File: src/common/duc_regs_pkg.sv
// ------------------------------
// Control definitions for the DUC
// Settings and readback addresses
// Settings word views and configuration struct
// Readback constants
// ------------------------------

`default_nettype none

package duc_regs_pkg;

  // Settings bus addresses
  localparam logic [7:0] SR_FREQ_ADDR         = 8'd0;
  localparam logic [7:0] SR_SCALE_INTERP_ADDR = 8'd1;

  // Readback addresses
  localparam logic [7:0] RB_COMPAT_ADDR     = 8'd0;
  localparam logic [7:0] RB_MAX_INTERP_ADDR = 8'd1;
  localparam logic [7:0] RB_CONFIG_ADDR     = 8'd2;

  // Version word with the major number in the upper half
  localparam logic [31:0] COMPAT_NUM  = 32'h0001_0000;
  localparam logic [63:0] RB_BAD_ADDR = 64'h0BAD_C0DE_0BAD_C0DE;

  // Unity gain in Q2.14
  localparam logic signed [15:0] SCALE_UNITY = 16'sd16384;

  // Scale and interpolation view of a settings word
  typedef struct packed {
    logic [7:0]         rsvd;
    logic [7:0]         interp;
    logic signed [15:0] scale;
  } scale_interp_t;

  // Meaning depends on the settings address
  typedef union packed {
    logic [31:0]   freq;
    scale_interp_t si;
  } set_word_u;

  // Live configuration seen by the stages
  typedef struct packed {
    logic [31:0]        freq;
    logic signed [15:0] scale;
    logic [7:0]         interp;
  } duc_cfg_t;

  localparam duc_cfg_t CFG_RESET = '{freq: 32'd0, scale: SCALE_UNITY, interp: 8'd1};

endpackage

`default_nettype wire

File: src/common/duc_pkg.sv
// ------------------------------
// Datapath definitions for the DUC chain
// Sample and beat types
// Component width and size limits
// ------------------------------

`default_nettype none

package duc_pkg;

  // Width of one I or Q component
  localparam int IQ_W = 16;

  // Largest supported interpolation factor
  localparam int MAX_INTERP = 16;

  // Fraction bits of the Q2.14 scale
  localparam int SCALE_FRAC = 14;

  // One complex sample with I in the upper half
  typedef struct packed {
    logic signed [IQ_W-1:0] i;
    logic signed [IQ_W-1:0] q;
  } iq_sample_t;

  // Sample plus end-of-burst marker
  typedef struct packed {
    iq_sample_t sample;
    logic       last;
  } duc_beat_t;

endpackage

`default_nettype wire
File: src/source/duc_top.sv
// ------------------------------
// DUC top level
// Settings block and three-stage sample chain
// ------------------------------

`default_nettype none

module duc_top (
  input  wire                  duc_clk,
  input  wire                  i_rst_n,
  // Settings bus and readback
  input  wire                  i_set_stb,
  input  wire  [7:0]           i_set_addr,
  input  wire  [31:0]          i_set_data,
  input  wire  [7:0]           i_rb_addr,
  output logic [63:0]          o_rb_data,
  // Sample input
  input  duc_pkg::duc_beat_t   i_in_beat,
  input  wire                  i_in_valid,
  output logic                 o_in_ready,
  // Sample output
  output duc_pkg::duc_beat_t   o_out_beat,
  output logic                 o_out_valid,
  input  wire                  i_out_ready
);

  duc_regs_pkg::duc_cfg_t cfg;
  logic                   freq_load;

  duc_pkg::duc_beat_t interp_beat;
  logic               interp_valid;
  logic               interp_ready;
  duc_pkg::duc_beat_t scale_beat;
  logic               scale_valid;
  logic               scale_ready;

  duc_settings duc_settings_i (
    .duc_clk     (duc_clk),
    .i_rst_n     (i_rst_n),
    .i_set_stb   (i_set_stb),
    .i_set_addr  (i_set_addr),
    .i_set_data  (i_set_data),
    .i_rb_addr   (i_rb_addr),
    .o_rb_data   (o_rb_data),
    .o_cfg       (cfg),
    .o_freq_load (freq_load)
  );

  interp_hold interp_hold_i (
    .duc_clk  (duc_clk),
    .i_rst_n  (i_rst_n),
    .i_interp (cfg.interp),
    .i_beat   (i_in_beat),
    .i_valid  (i_in_valid),
    .o_ready  (o_in_ready),
    .o_beat   (interp_beat),
    .o_valid  (interp_valid),
    .i_ready  (interp_ready)
  );

  iq_scale iq_scale_i (
    .duc_clk (duc_clk),
    .i_rst_n (i_rst_n),
    .i_scale (cfg.scale),
    .i_beat  (interp_beat),
    .i_valid (interp_valid),
    .o_ready (interp_ready),
    .o_beat  (scale_beat),
    .o_valid (scale_valid),
    .i_ready (scale_ready)
  );

  coarse_rotator coarse_rotator_i (
    .duc_clk     (duc_clk),
    .i_rst_n     (i_rst_n),
    .i_freq      (cfg.freq),
    .i_freq_load (freq_load),
    .i_beat      (scale_beat),
    .i_valid     (scale_valid),
    .o_ready     (scale_ready),
    .o_beat      (o_out_beat),
    .o_valid     (o_out_valid),
    .i_ready     (i_out_ready)
  );

endmodule

`default_nettype wire

File: src/duc_chain/coarse_rotator.sv
// ------------------------------
// Coarse NCO mixer
// Phase accumulator and quarter-turn rotation
// ------------------------------

`default_nettype none

module coarse_rotator (
  input  wire                  duc_clk,
  input  wire                  i_rst_n,
  input  wire  [31:0]          i_freq,
  input  wire                  i_freq_load,
  input  duc_pkg::duc_beat_t   i_beat,
  input  wire                  i_valid,
  output logic                 o_ready,
  output duc_pkg::duc_beat_t   o_beat,
  output logic                 o_valid,
  input  wire                  i_ready
);

  logic [31:0]         phase_acc;
  logic [1:0]          quadrant;
  logic                take_in;
  duc_pkg::iq_sample_t rot;

  // Negation that keeps -32768 in range
  function automatic logic signed [duc_pkg::IQ_W-1:0] neg_sat(
    input logic signed [duc_pkg::IQ_W-1:0] x
  );
    neg_sat = (x == 16'sh8000) ? 16'sh7FFF : -x;
  endfunction

  assign o_ready  = !o_valid || i_ready;
  assign take_in  = i_valid && o_ready;
  // Phase before the advance picks the quadrant
  assign quadrant = phase_acc[31:30];

  always_comb begin
    case (quadrant)
      2'd0:    rot = '{i: i_beat.sample.i,          q: i_beat.sample.q};
      2'd1:    rot = '{i: neg_sat(i_beat.sample.q), q: i_beat.sample.i};
      2'd2:    rot = '{i: neg_sat(i_beat.sample.i), q: neg_sat(i_beat.sample.q)};
      default: rot = '{i: i_beat.sample.q,          q: neg_sat(i_beat.sample.i)};
    endcase
  end

  always_ff @(posedge duc_clk) begin
    if (!i_rst_n) begin
      o_valid   <= 1'b0;
      phase_acc <= 32'd0;
    end else begin
      if (i_freq_load) begin
        phase_acc <= 32'd0;
      end else if (take_in) begin
        phase_acc <= phase_acc + i_freq;
      end
      if (take_in) begin
        o_valid <= 1'b1;
      end else if (i_ready) begin
        o_valid <= 1'b0;
      end
    end
  end

  always_ff @(posedge duc_clk) begin
    if (take_in) begin
      o_beat.sample <= rot;
      o_beat.last   <= i_beat.last;
    end
  end

endmodule

`default_nettype wire

File: src/duc_chain/iq_scale.sv
// ------------------------------
// Complex scaler
// Q2.14 multiply with saturation
// ------------------------------

`default_nettype none

module iq_scale (
  input  wire                        duc_clk,
  input  wire                        i_rst_n,
  input  wire signed [15:0]          i_scale,
  input  duc_pkg::duc_beat_t         i_beat,
  input  wire                        i_valid,
  output logic                       o_ready,
  output duc_pkg::duc_beat_t         o_beat,
  output logic                       o_valid,
  input  wire                        i_ready
);

  localparam int PROD_W = 2 * duc_pkg::IQ_W;
  localparam int SHR_W  = PROD_W - duc_pkg::SCALE_FRAC;

  localparam logic signed [SHR_W-1:0] SAT_MAX = SHR_W'(32767);
  localparam logic signed [SHR_W-1:0] SAT_MIN = -SHR_W'(32768);

  // Multiply, floor shift, clamp to 16-bit signed
  function automatic logic signed [duc_pkg::IQ_W-1:0] scale_sat(
    input logic signed [duc_pkg::IQ_W-1:0] x,
    input logic signed [15:0]              s
  );
    logic signed [PROD_W-1:0] prod;
    logic signed [SHR_W-1:0]  shr;
    prod = x * s;
    shr  = prod[PROD_W-1:duc_pkg::SCALE_FRAC];
    if (shr > SAT_MAX) begin
      scale_sat = 16'sh7FFF;
    end else if (shr < SAT_MIN) begin
      scale_sat = 16'sh8000;
    end else begin
      scale_sat = shr[duc_pkg::IQ_W-1:0];
    end
  endfunction

  assign o_ready = !o_valid || i_ready;

  always_ff @(posedge duc_clk) begin
    if (!i_rst_n) begin
      o_valid <= 1'b0;
    end else if (i_valid && o_ready) begin
      o_valid <= 1'b1;
    end else if (i_ready) begin
      o_valid <= 1'b0;
    end
  end

  always_ff @(posedge duc_clk) begin
    if (i_valid && o_ready) begin
      o_beat.sample.i <= scale_sat(i_beat.sample.i, i_scale);
      o_beat.sample.q <= scale_sat(i_beat.sample.q, i_scale);
      o_beat.last     <= i_beat.last;
    end
  end

  a_hold_stalled : assert property (@(posedge duc_clk) disable iff (!i_rst_n)
    (o_valid && !i_ready) |=> (o_valid && $stable(o_beat)));

endmodule

`default_nettype wire

File: src/duc_chain/interp_hold.sv
// ------------------------------
// Hold interpolator
// Repeats each input beat M times
// ------------------------------

`default_nettype none

module interp_hold (
  input  wire                  duc_clk,
  input  wire                  i_rst_n,
  input  wire  [7:0]           i_interp,
  input  duc_pkg::duc_beat_t   i_beat,
  input  wire                  i_valid,
  output logic                 o_ready,
  output duc_pkg::duc_beat_t   o_beat,
  output logic                 o_valid,
  input  wire                  i_ready
);

  // Index of the copy now on the output
  logic [7:0] rep_cnt;
  logic       held_last;
  logic       last_rep;
  logic       take_in;

  assign last_rep = (rep_cnt == i_interp - 8'd1);
  // Next beat enters together with the final repeat
  assign o_ready  = !o_valid || (i_ready && last_rep);
  assign take_in  = i_valid && o_ready;

  // Control state
  always_ff @(posedge duc_clk) begin
    if (!i_rst_n) begin
      o_valid <= 1'b0;
      rep_cnt <= 8'd0;
    end else if (take_in) begin
      o_valid <= 1'b1;
      rep_cnt <= 8'd0;
    end else if (o_valid && i_ready) begin
      if (last_rep) begin
        o_valid <= 1'b0;
      end else begin
        rep_cnt <= rep_cnt + 8'd1;
      end
    end
  end

  // Payload with the last flag on the final copy only
  always_ff @(posedge duc_clk) begin
    if (take_in) begin
      o_beat.sample <= i_beat.sample;
      o_beat.last   <= i_beat.last && (i_interp == 8'd1);
      held_last     <= i_beat.last;
    end else if (o_valid && i_ready && !last_rep) begin
      o_beat.last <= held_last && (rep_cnt + 8'd1 == i_interp - 8'd1);
    end
  end

  a_rep_below_interp : assert property (@(posedge duc_clk) disable iff (!i_rst_n)
    o_valid |-> (rep_cnt < i_interp));

endmodule

`default_nettype wire

File: src/source/duc_settings.sv
// ------------------------------
// DUC settings register file
// Frequency, scale and interpolation registers
// Frequency load pulse
// Readback multiplexer
// ------------------------------

`default_nettype none

module duc_settings (
  input  wire                          duc_clk,
  input  wire                          i_rst_n,
  input  wire                          i_set_stb,
  input  wire  [7:0]                   i_set_addr,
  input  wire  [31:0]                  i_set_data,
  input  wire  [7:0]                   i_rb_addr,
  output logic [63:0]                  o_rb_data,
  output duc_regs_pkg::duc_cfg_t       o_cfg,
  output logic                         o_freq_load
);

  duc_regs_pkg::set_word_u set_word;
  logic                    wr_freq;
  logic                    wr_scale_interp;

  assign set_word        = i_set_data;
  assign wr_freq         = i_set_stb && (i_set_addr == duc_regs_pkg::SR_FREQ_ADDR);
  assign wr_scale_interp = i_set_stb && (i_set_addr == duc_regs_pkg::SR_SCALE_INTERP_ADDR);

  // ------------------------------
  // Register writes
  // ------------------------------
  always_ff @(posedge duc_clk) begin
    if (!i_rst_n) begin
      o_cfg       <= duc_regs_pkg::CFG_RESET;
      o_freq_load <= 1'b0;
    end else begin
      o_freq_load <= wr_freq;
      if (wr_freq) begin
        o_cfg.freq <= set_word.freq;
      end
      if (wr_scale_interp) begin
        o_cfg.scale  <= set_word.si.scale;
        o_cfg.interp <= set_word.si.interp;
      end
    end
  end

  // ------------------------------
  // Combinational readback
  // ------------------------------
  always_comb begin
    case (i_rb_addr)
      duc_regs_pkg::RB_COMPAT_ADDR:     o_rb_data = {32'd0, duc_regs_pkg::COMPAT_NUM};
      duc_regs_pkg::RB_MAX_INTERP_ADDR: o_rb_data = 64'(duc_pkg::MAX_INTERP);
      duc_regs_pkg::RB_CONFIG_ADDR:     o_rb_data = {8'd0, o_cfg};
      default:                          o_rb_data = duc_regs_pkg::RB_BAD_ADDR;
    endcase
  end

  // Interpolation outside 1..MAX_INTERP would break the hold stage
  a_interp_range : assert property (@(posedge duc_clk) disable iff (!i_rst_n)
    wr_scale_interp |-> (set_word.si.interp >= 8'd1) &&
                        (set_word.si.interp <= 8'(duc_pkg::MAX_INTERP)));

  // Phase restart is a single-cycle event
  a_freq_load_pulse : assert property (@(posedge duc_clk) disable iff (!i_rst_n)
    o_freq_load |=> !o_freq_load);

endmodule

`default_nettype wire

File: config.mk
export PLATFORM = sky130hd
export DESIGN_NAME = duc_top
export DESIGN_NICKNAME = d
export VERILOG_FILES = /design/src/common/duc_regs_pkg.sv /design/src/common/duc_pkg.sv /design/src/source/duc_top.sv /design/src/duc_chain/coarse_rotator.sv /design/src/duc_chain/iq_scale.sv /design/src/duc_chain/interp_hold.sv /design/src/source/duc_settings.sv
export SDC_FILE = /design/constraint.sdc
export NUM_CORES = 2
export LEC_CHECK = 0
export BUFFER_PORTS_ARGS = -buffer_cell sky130_fd_sc_hd__clkbuf_2
export CAP_MARGIN = 20
export CORE_ASPECT_RATIO = 0.9
export CORE_MARGIN = 1.5
export CORE_UTILIZATION = 55
export CTS_CLUSTER_DIAMETER = 30
export DETAILED_ROUTE_END_ITERATION = 6
export PLACE_DENSITY = 0.73
export SLEW_MARGIN = 30
export SYNTH_ARGS = -nofsm -noshare
export SYNTH_HDL_FRONTEND = slang
export SYNTH_HIERARCHICAL = 1
export SYNTH_SLANG_ARGS = --single-unit
File: constraint.sdc
create_clock -name duc_clk -period 8.7 [get_ports duc_clk]
set_input_delay 0.87 -clock duc_clk [delete_from_list [all_inputs] [get_ports duc_clk]]
set_output_delay 0.87 -clock duc_clk [all_outputs]
set_load 0.03 [all_outputs]
==> flow_summary_export.csv <==
group,metric,value,unit
run_status,run_status,"completed",
worst_setup_path,critical_path.reg2reg.startpoint,"duc_settings_i/o_cfg[14]",
place,placement.io_buffers,179,
worst_setup_path,crit_path_class,"register to register",
clocking,clock_path_buffers,2,
sta,timing.setup.tns,0,ps
clocking,root_buffer,"clkbuf_16",
power_and_ir_drop,peakVddDrop,0.154,mV
global_routing,antenna_found_initial,1,
sta,maxSlewViolCount,0,
worst_setup_path,cp_data_arrival_time,7600,ps
floorplanning,io-pin-count,185,
floorplanning,floorplan.rows,81,
final_layout,postLayoutCoreUtil,0.593,
sta,finalWorstSetupSlack,1360,ps
final_layout,flow.area_growth_from_synthesis,6.27,%
route,detail_route.wl_per_cell,18.4,um
final_layout,multi_input_gate_area_in_the_final_layout,22500,sq um
final_layout,antennaDiodeCount,0,
global_routing,groute.usage.overall,0.276,
final_layout,final_design_area_no_fill,32300,sq um
sta,grt_setup_unrepaired,"false",
route,detail_route.iter0.violations,1672,
synth,netlist.area_leader.share,0.344,
global_routing,grt_pass1_wl,122000,um
sta,tightestPinTransition,980,ps
final_layout,finish.net_count,4125,
final_layout,layout-drive-gt1-share,0.0933,
sta,timing.final.hold_violations,0,
worst_setup_path,worst_setup_path_endpoint,"iq_scale_i/o_beat[17]",
synth,synthesis.instances,3243,
power_and_ir_drop,power_leakage,15.8,nW
floorplanning,die-area,56700,sq um
synth,async_reset_ff_frac,0,
final_layout,nFillCells,4783,
synth,share_of_the_yosys_chip_area_belonging_to_registers,0.165,
synth,synth_enable_flop_cells,100,
sta,fmax,0.136,GHz
worst_setup_path,reg2regPathDepth,22,
route,final_antenna_net_count,0,
place,dpl_cell_area,31700,sq um
clocking,cts_hold_buf,0,
power_and_ir_drop,pwr_density_cell,70.8,nW/um^2
sta,final_clock_period_utilization_by_the_worst_path,0.844,
worst_setup_path,crit_path_end_kind,"register",
sta,finalSetupViolCount,0,
synth,post-synth-top-count-cell,"inv_1",
synth,yosys_most_used_dff,"edfxtp_1",
place,dp_worst_setup_slack,1440,ps
clocking,worst_skew_pair.late_latency,510,ps
synth,synth_commonest_cells,"inv_1, fa_1, nand2_1",
synth,netlist.top_cell.by_area,"fa_1",
worst_setup_path,crit_path_max_fanout,18,
route,routed_via_density,5.54,
worst_setup_path,cp.required,8960,ps
synth,number_of_flip_flops_and_latches_in_the_synthesized_netlist,200,
clocking,h-tree-depth,4,
worst_hold_path,hold_class,"register to register",
run,max_cap_viol_count,0,
synth,post_synth_instance_area,30400,sq um
clocking,post_cts_clock_slew_at_the_launch_and_capture_registers_of_the_worst_setup_and_hold_paths,90,ps
synth,synth_area_leaders,"fa_1, edfxtp_1, ha_1",
clocking,cts_tree,"built",
synth,synthDistinctLibCells,96,
sta,clock-skew-final,19.6,ps
final_layout,regArea,5010,sq um
synth,synthesis.area_per_instance,9.38,sq um
route,drt_pre_antenna_iters,6,
clocking,cts_repair_resize_count,0,
clocking,cts_post_setup_buffers_inserted,0,
clocking,tritoncts_num_sinks,200,
route,drc_errors,0,
sta,fin_crit,7340,ps
worst_setup_path,timing.critical_path.from_type,"register",
sta,maxSlewHeadroom,0.346,
global_routing,grt_pass1_vias,23500,
worst_setup_path,crit_path_start,"duc_settings_i/o_cfg[14]",
worst_setup_path,rrSetupSlack,1360,ps
floorplanning,die_h,226,um
synth,ys.warnings.count,6,
place,dpl.hpwl,58400,um
global_routing,grt_max_degree,94,
floorplanning,start_util,0.558,
route,routed-via-count,22400,
worst_setup_path,worst_r2r_endpoint,"iq_scale_i/o_beat[17]",
place,gp_congestion,0.907,
global_routing,gr_overflow_total,0,
floorplanning,placeableCoreArea,54500,sq um
route,totalWireLength,74200,um
floorplanning,fp.dieW,251,um
clocking,cts_made_buffers,17,
==> where the power goes <==
part / switching (mW) / internal, mW / total (mW)
Combinational: 0.210 / 0.141 / 0.351
Sequential: 0.0887 / 1.03 / 1.12
Clock: 0.433 / 0.383 / 0.816
==> placed cells by master (no fill, tap or decap), types with 79 or more instances in the layout <==
| cell type | netlist | layout |
|---|---|---|
| a21oi_1 | 109 | 109 |
| and2_1 | 282 | 282 |
| clkbuf_2 | 3 | 178 |
| dfxtp_1 | 100 | 98 |
| edfxtp_1 | 100 | 100 |
| fa_1 | 523 | 523 |
| ha_1 | 194 | 194 |
| inv_1 | 583 | 583 |
| nand2_1 | 459 | 459 |
| nor2_1 | 79 | 79 |
| o21ai_0 | 82 | 82 |
==> flip-flops by register name, indices dropped and copies added (netlist names) <==
register,cells
coarse_rotator_i/o_beat,33
coarse_rotator_i/o_valid,1
coarse_rotator_i/phase_acc,32
duc_settings_i/o_cfg,56
duc_settings_i/o_freq_load,1
interp_hold_i/held_last,1
interp_hold_i/o_beat,33
interp_hold_i/o_valid,1
interp_hold_i/rep_cnt,8
iq_scale_i/o_beat,33
iq_scale_i/o_valid,1
==> routing by layer <==
| layer | vias to the layer above | GRT usage | wire, um |
|---|---|---|---|
| met5 | - | 0 | 26 |
| met4 | 2 | 0.103 | 2440 |
| met3 | 117 | 0.0455 | 4720 |
| met2 | 727 | 0.455 | 34900 |
| met1 | 11200 | 0.367 | 32100 |
| li1 | 10400 | - | - |
==> worst min path at each step <==
stage                                 start                    endpoint  slack, ps  depth (start not counted)
finish                 iq_scale_i/o_beat[0]  coarse_rotator_i/o_beat[0]        420                          0
global route           iq_scale_i/o_beat[0]  coarse_rotator_i/o_beat[0]        430                          0
CTS                    iq_scale_i/o_beat[0]  coarse_rotator_i/o_beat[0]        430                          0
detailed placement     iq_scale_i/o_beat[0]  coarse_rotator_i/o_beat[0]        410                          0
global placement    interp_hold_i/o_beat[0]        iq_scale_i/o_beat[0]        400                          0
floorplan              iq_scale_i/o_beat[0]  coarse_rotator_i/o_beat[0]        400                          0
==> cells by family after synthesis <==
kind of cell               synth area share
and+or+nand+nor                       0.164
buffers and inverters                0.0963
adders and majority gates             0.424
AOI/OAI and AO/OA                    0.0837
DFF                                   0.165
xor gates and xnor gates             0.0322
muxes                                0.0345
other                              0.000123
==> stage by stage <==
step / std cells / hold WS (ps) / total power [mW]
after floorplan: 3247 / 400 / 1.36
after CTS: 4040 / 425 / 2.30
final: 4040 / 424 / 2.29
after global routing: 4040 / 431 / 2.39
after detailed placement: 4008 / 405 / 1.49
after global placement: 4008 / 402 / 1.48
==> area by class of cell <==
type,instances,share of cell area
Clock buffer,17,0.0132
Clock inverter,15,0.00492
Inverter,586,0.0681
Multi-Input combinational cell,2306,0.696
Sequential cell,200,0.155
Tap cell,705,0.0273
Timing Repair Buffer,211,0.0352
==> worst max-delay path, stage by stage, from the launching register on <==
cell,delay (ps)
dfxtp_1,790
buf_4,350
and2_1,170
fa_1,410
inv_1,80
fa_1,430
fa_1,550
inv_1,70
fa_1,490
fa_1,490
inv_1,50
fa_1,470
inv_1,40
ha_1,320
a21o_1,180
o21bai_1,180
a221o_1,340
a41o_1,240
a21o_1,190
or2_1,220
o41ai_1,560
a211oi_4,190
a31o_2,280
(Power assumes the default switching activity.)
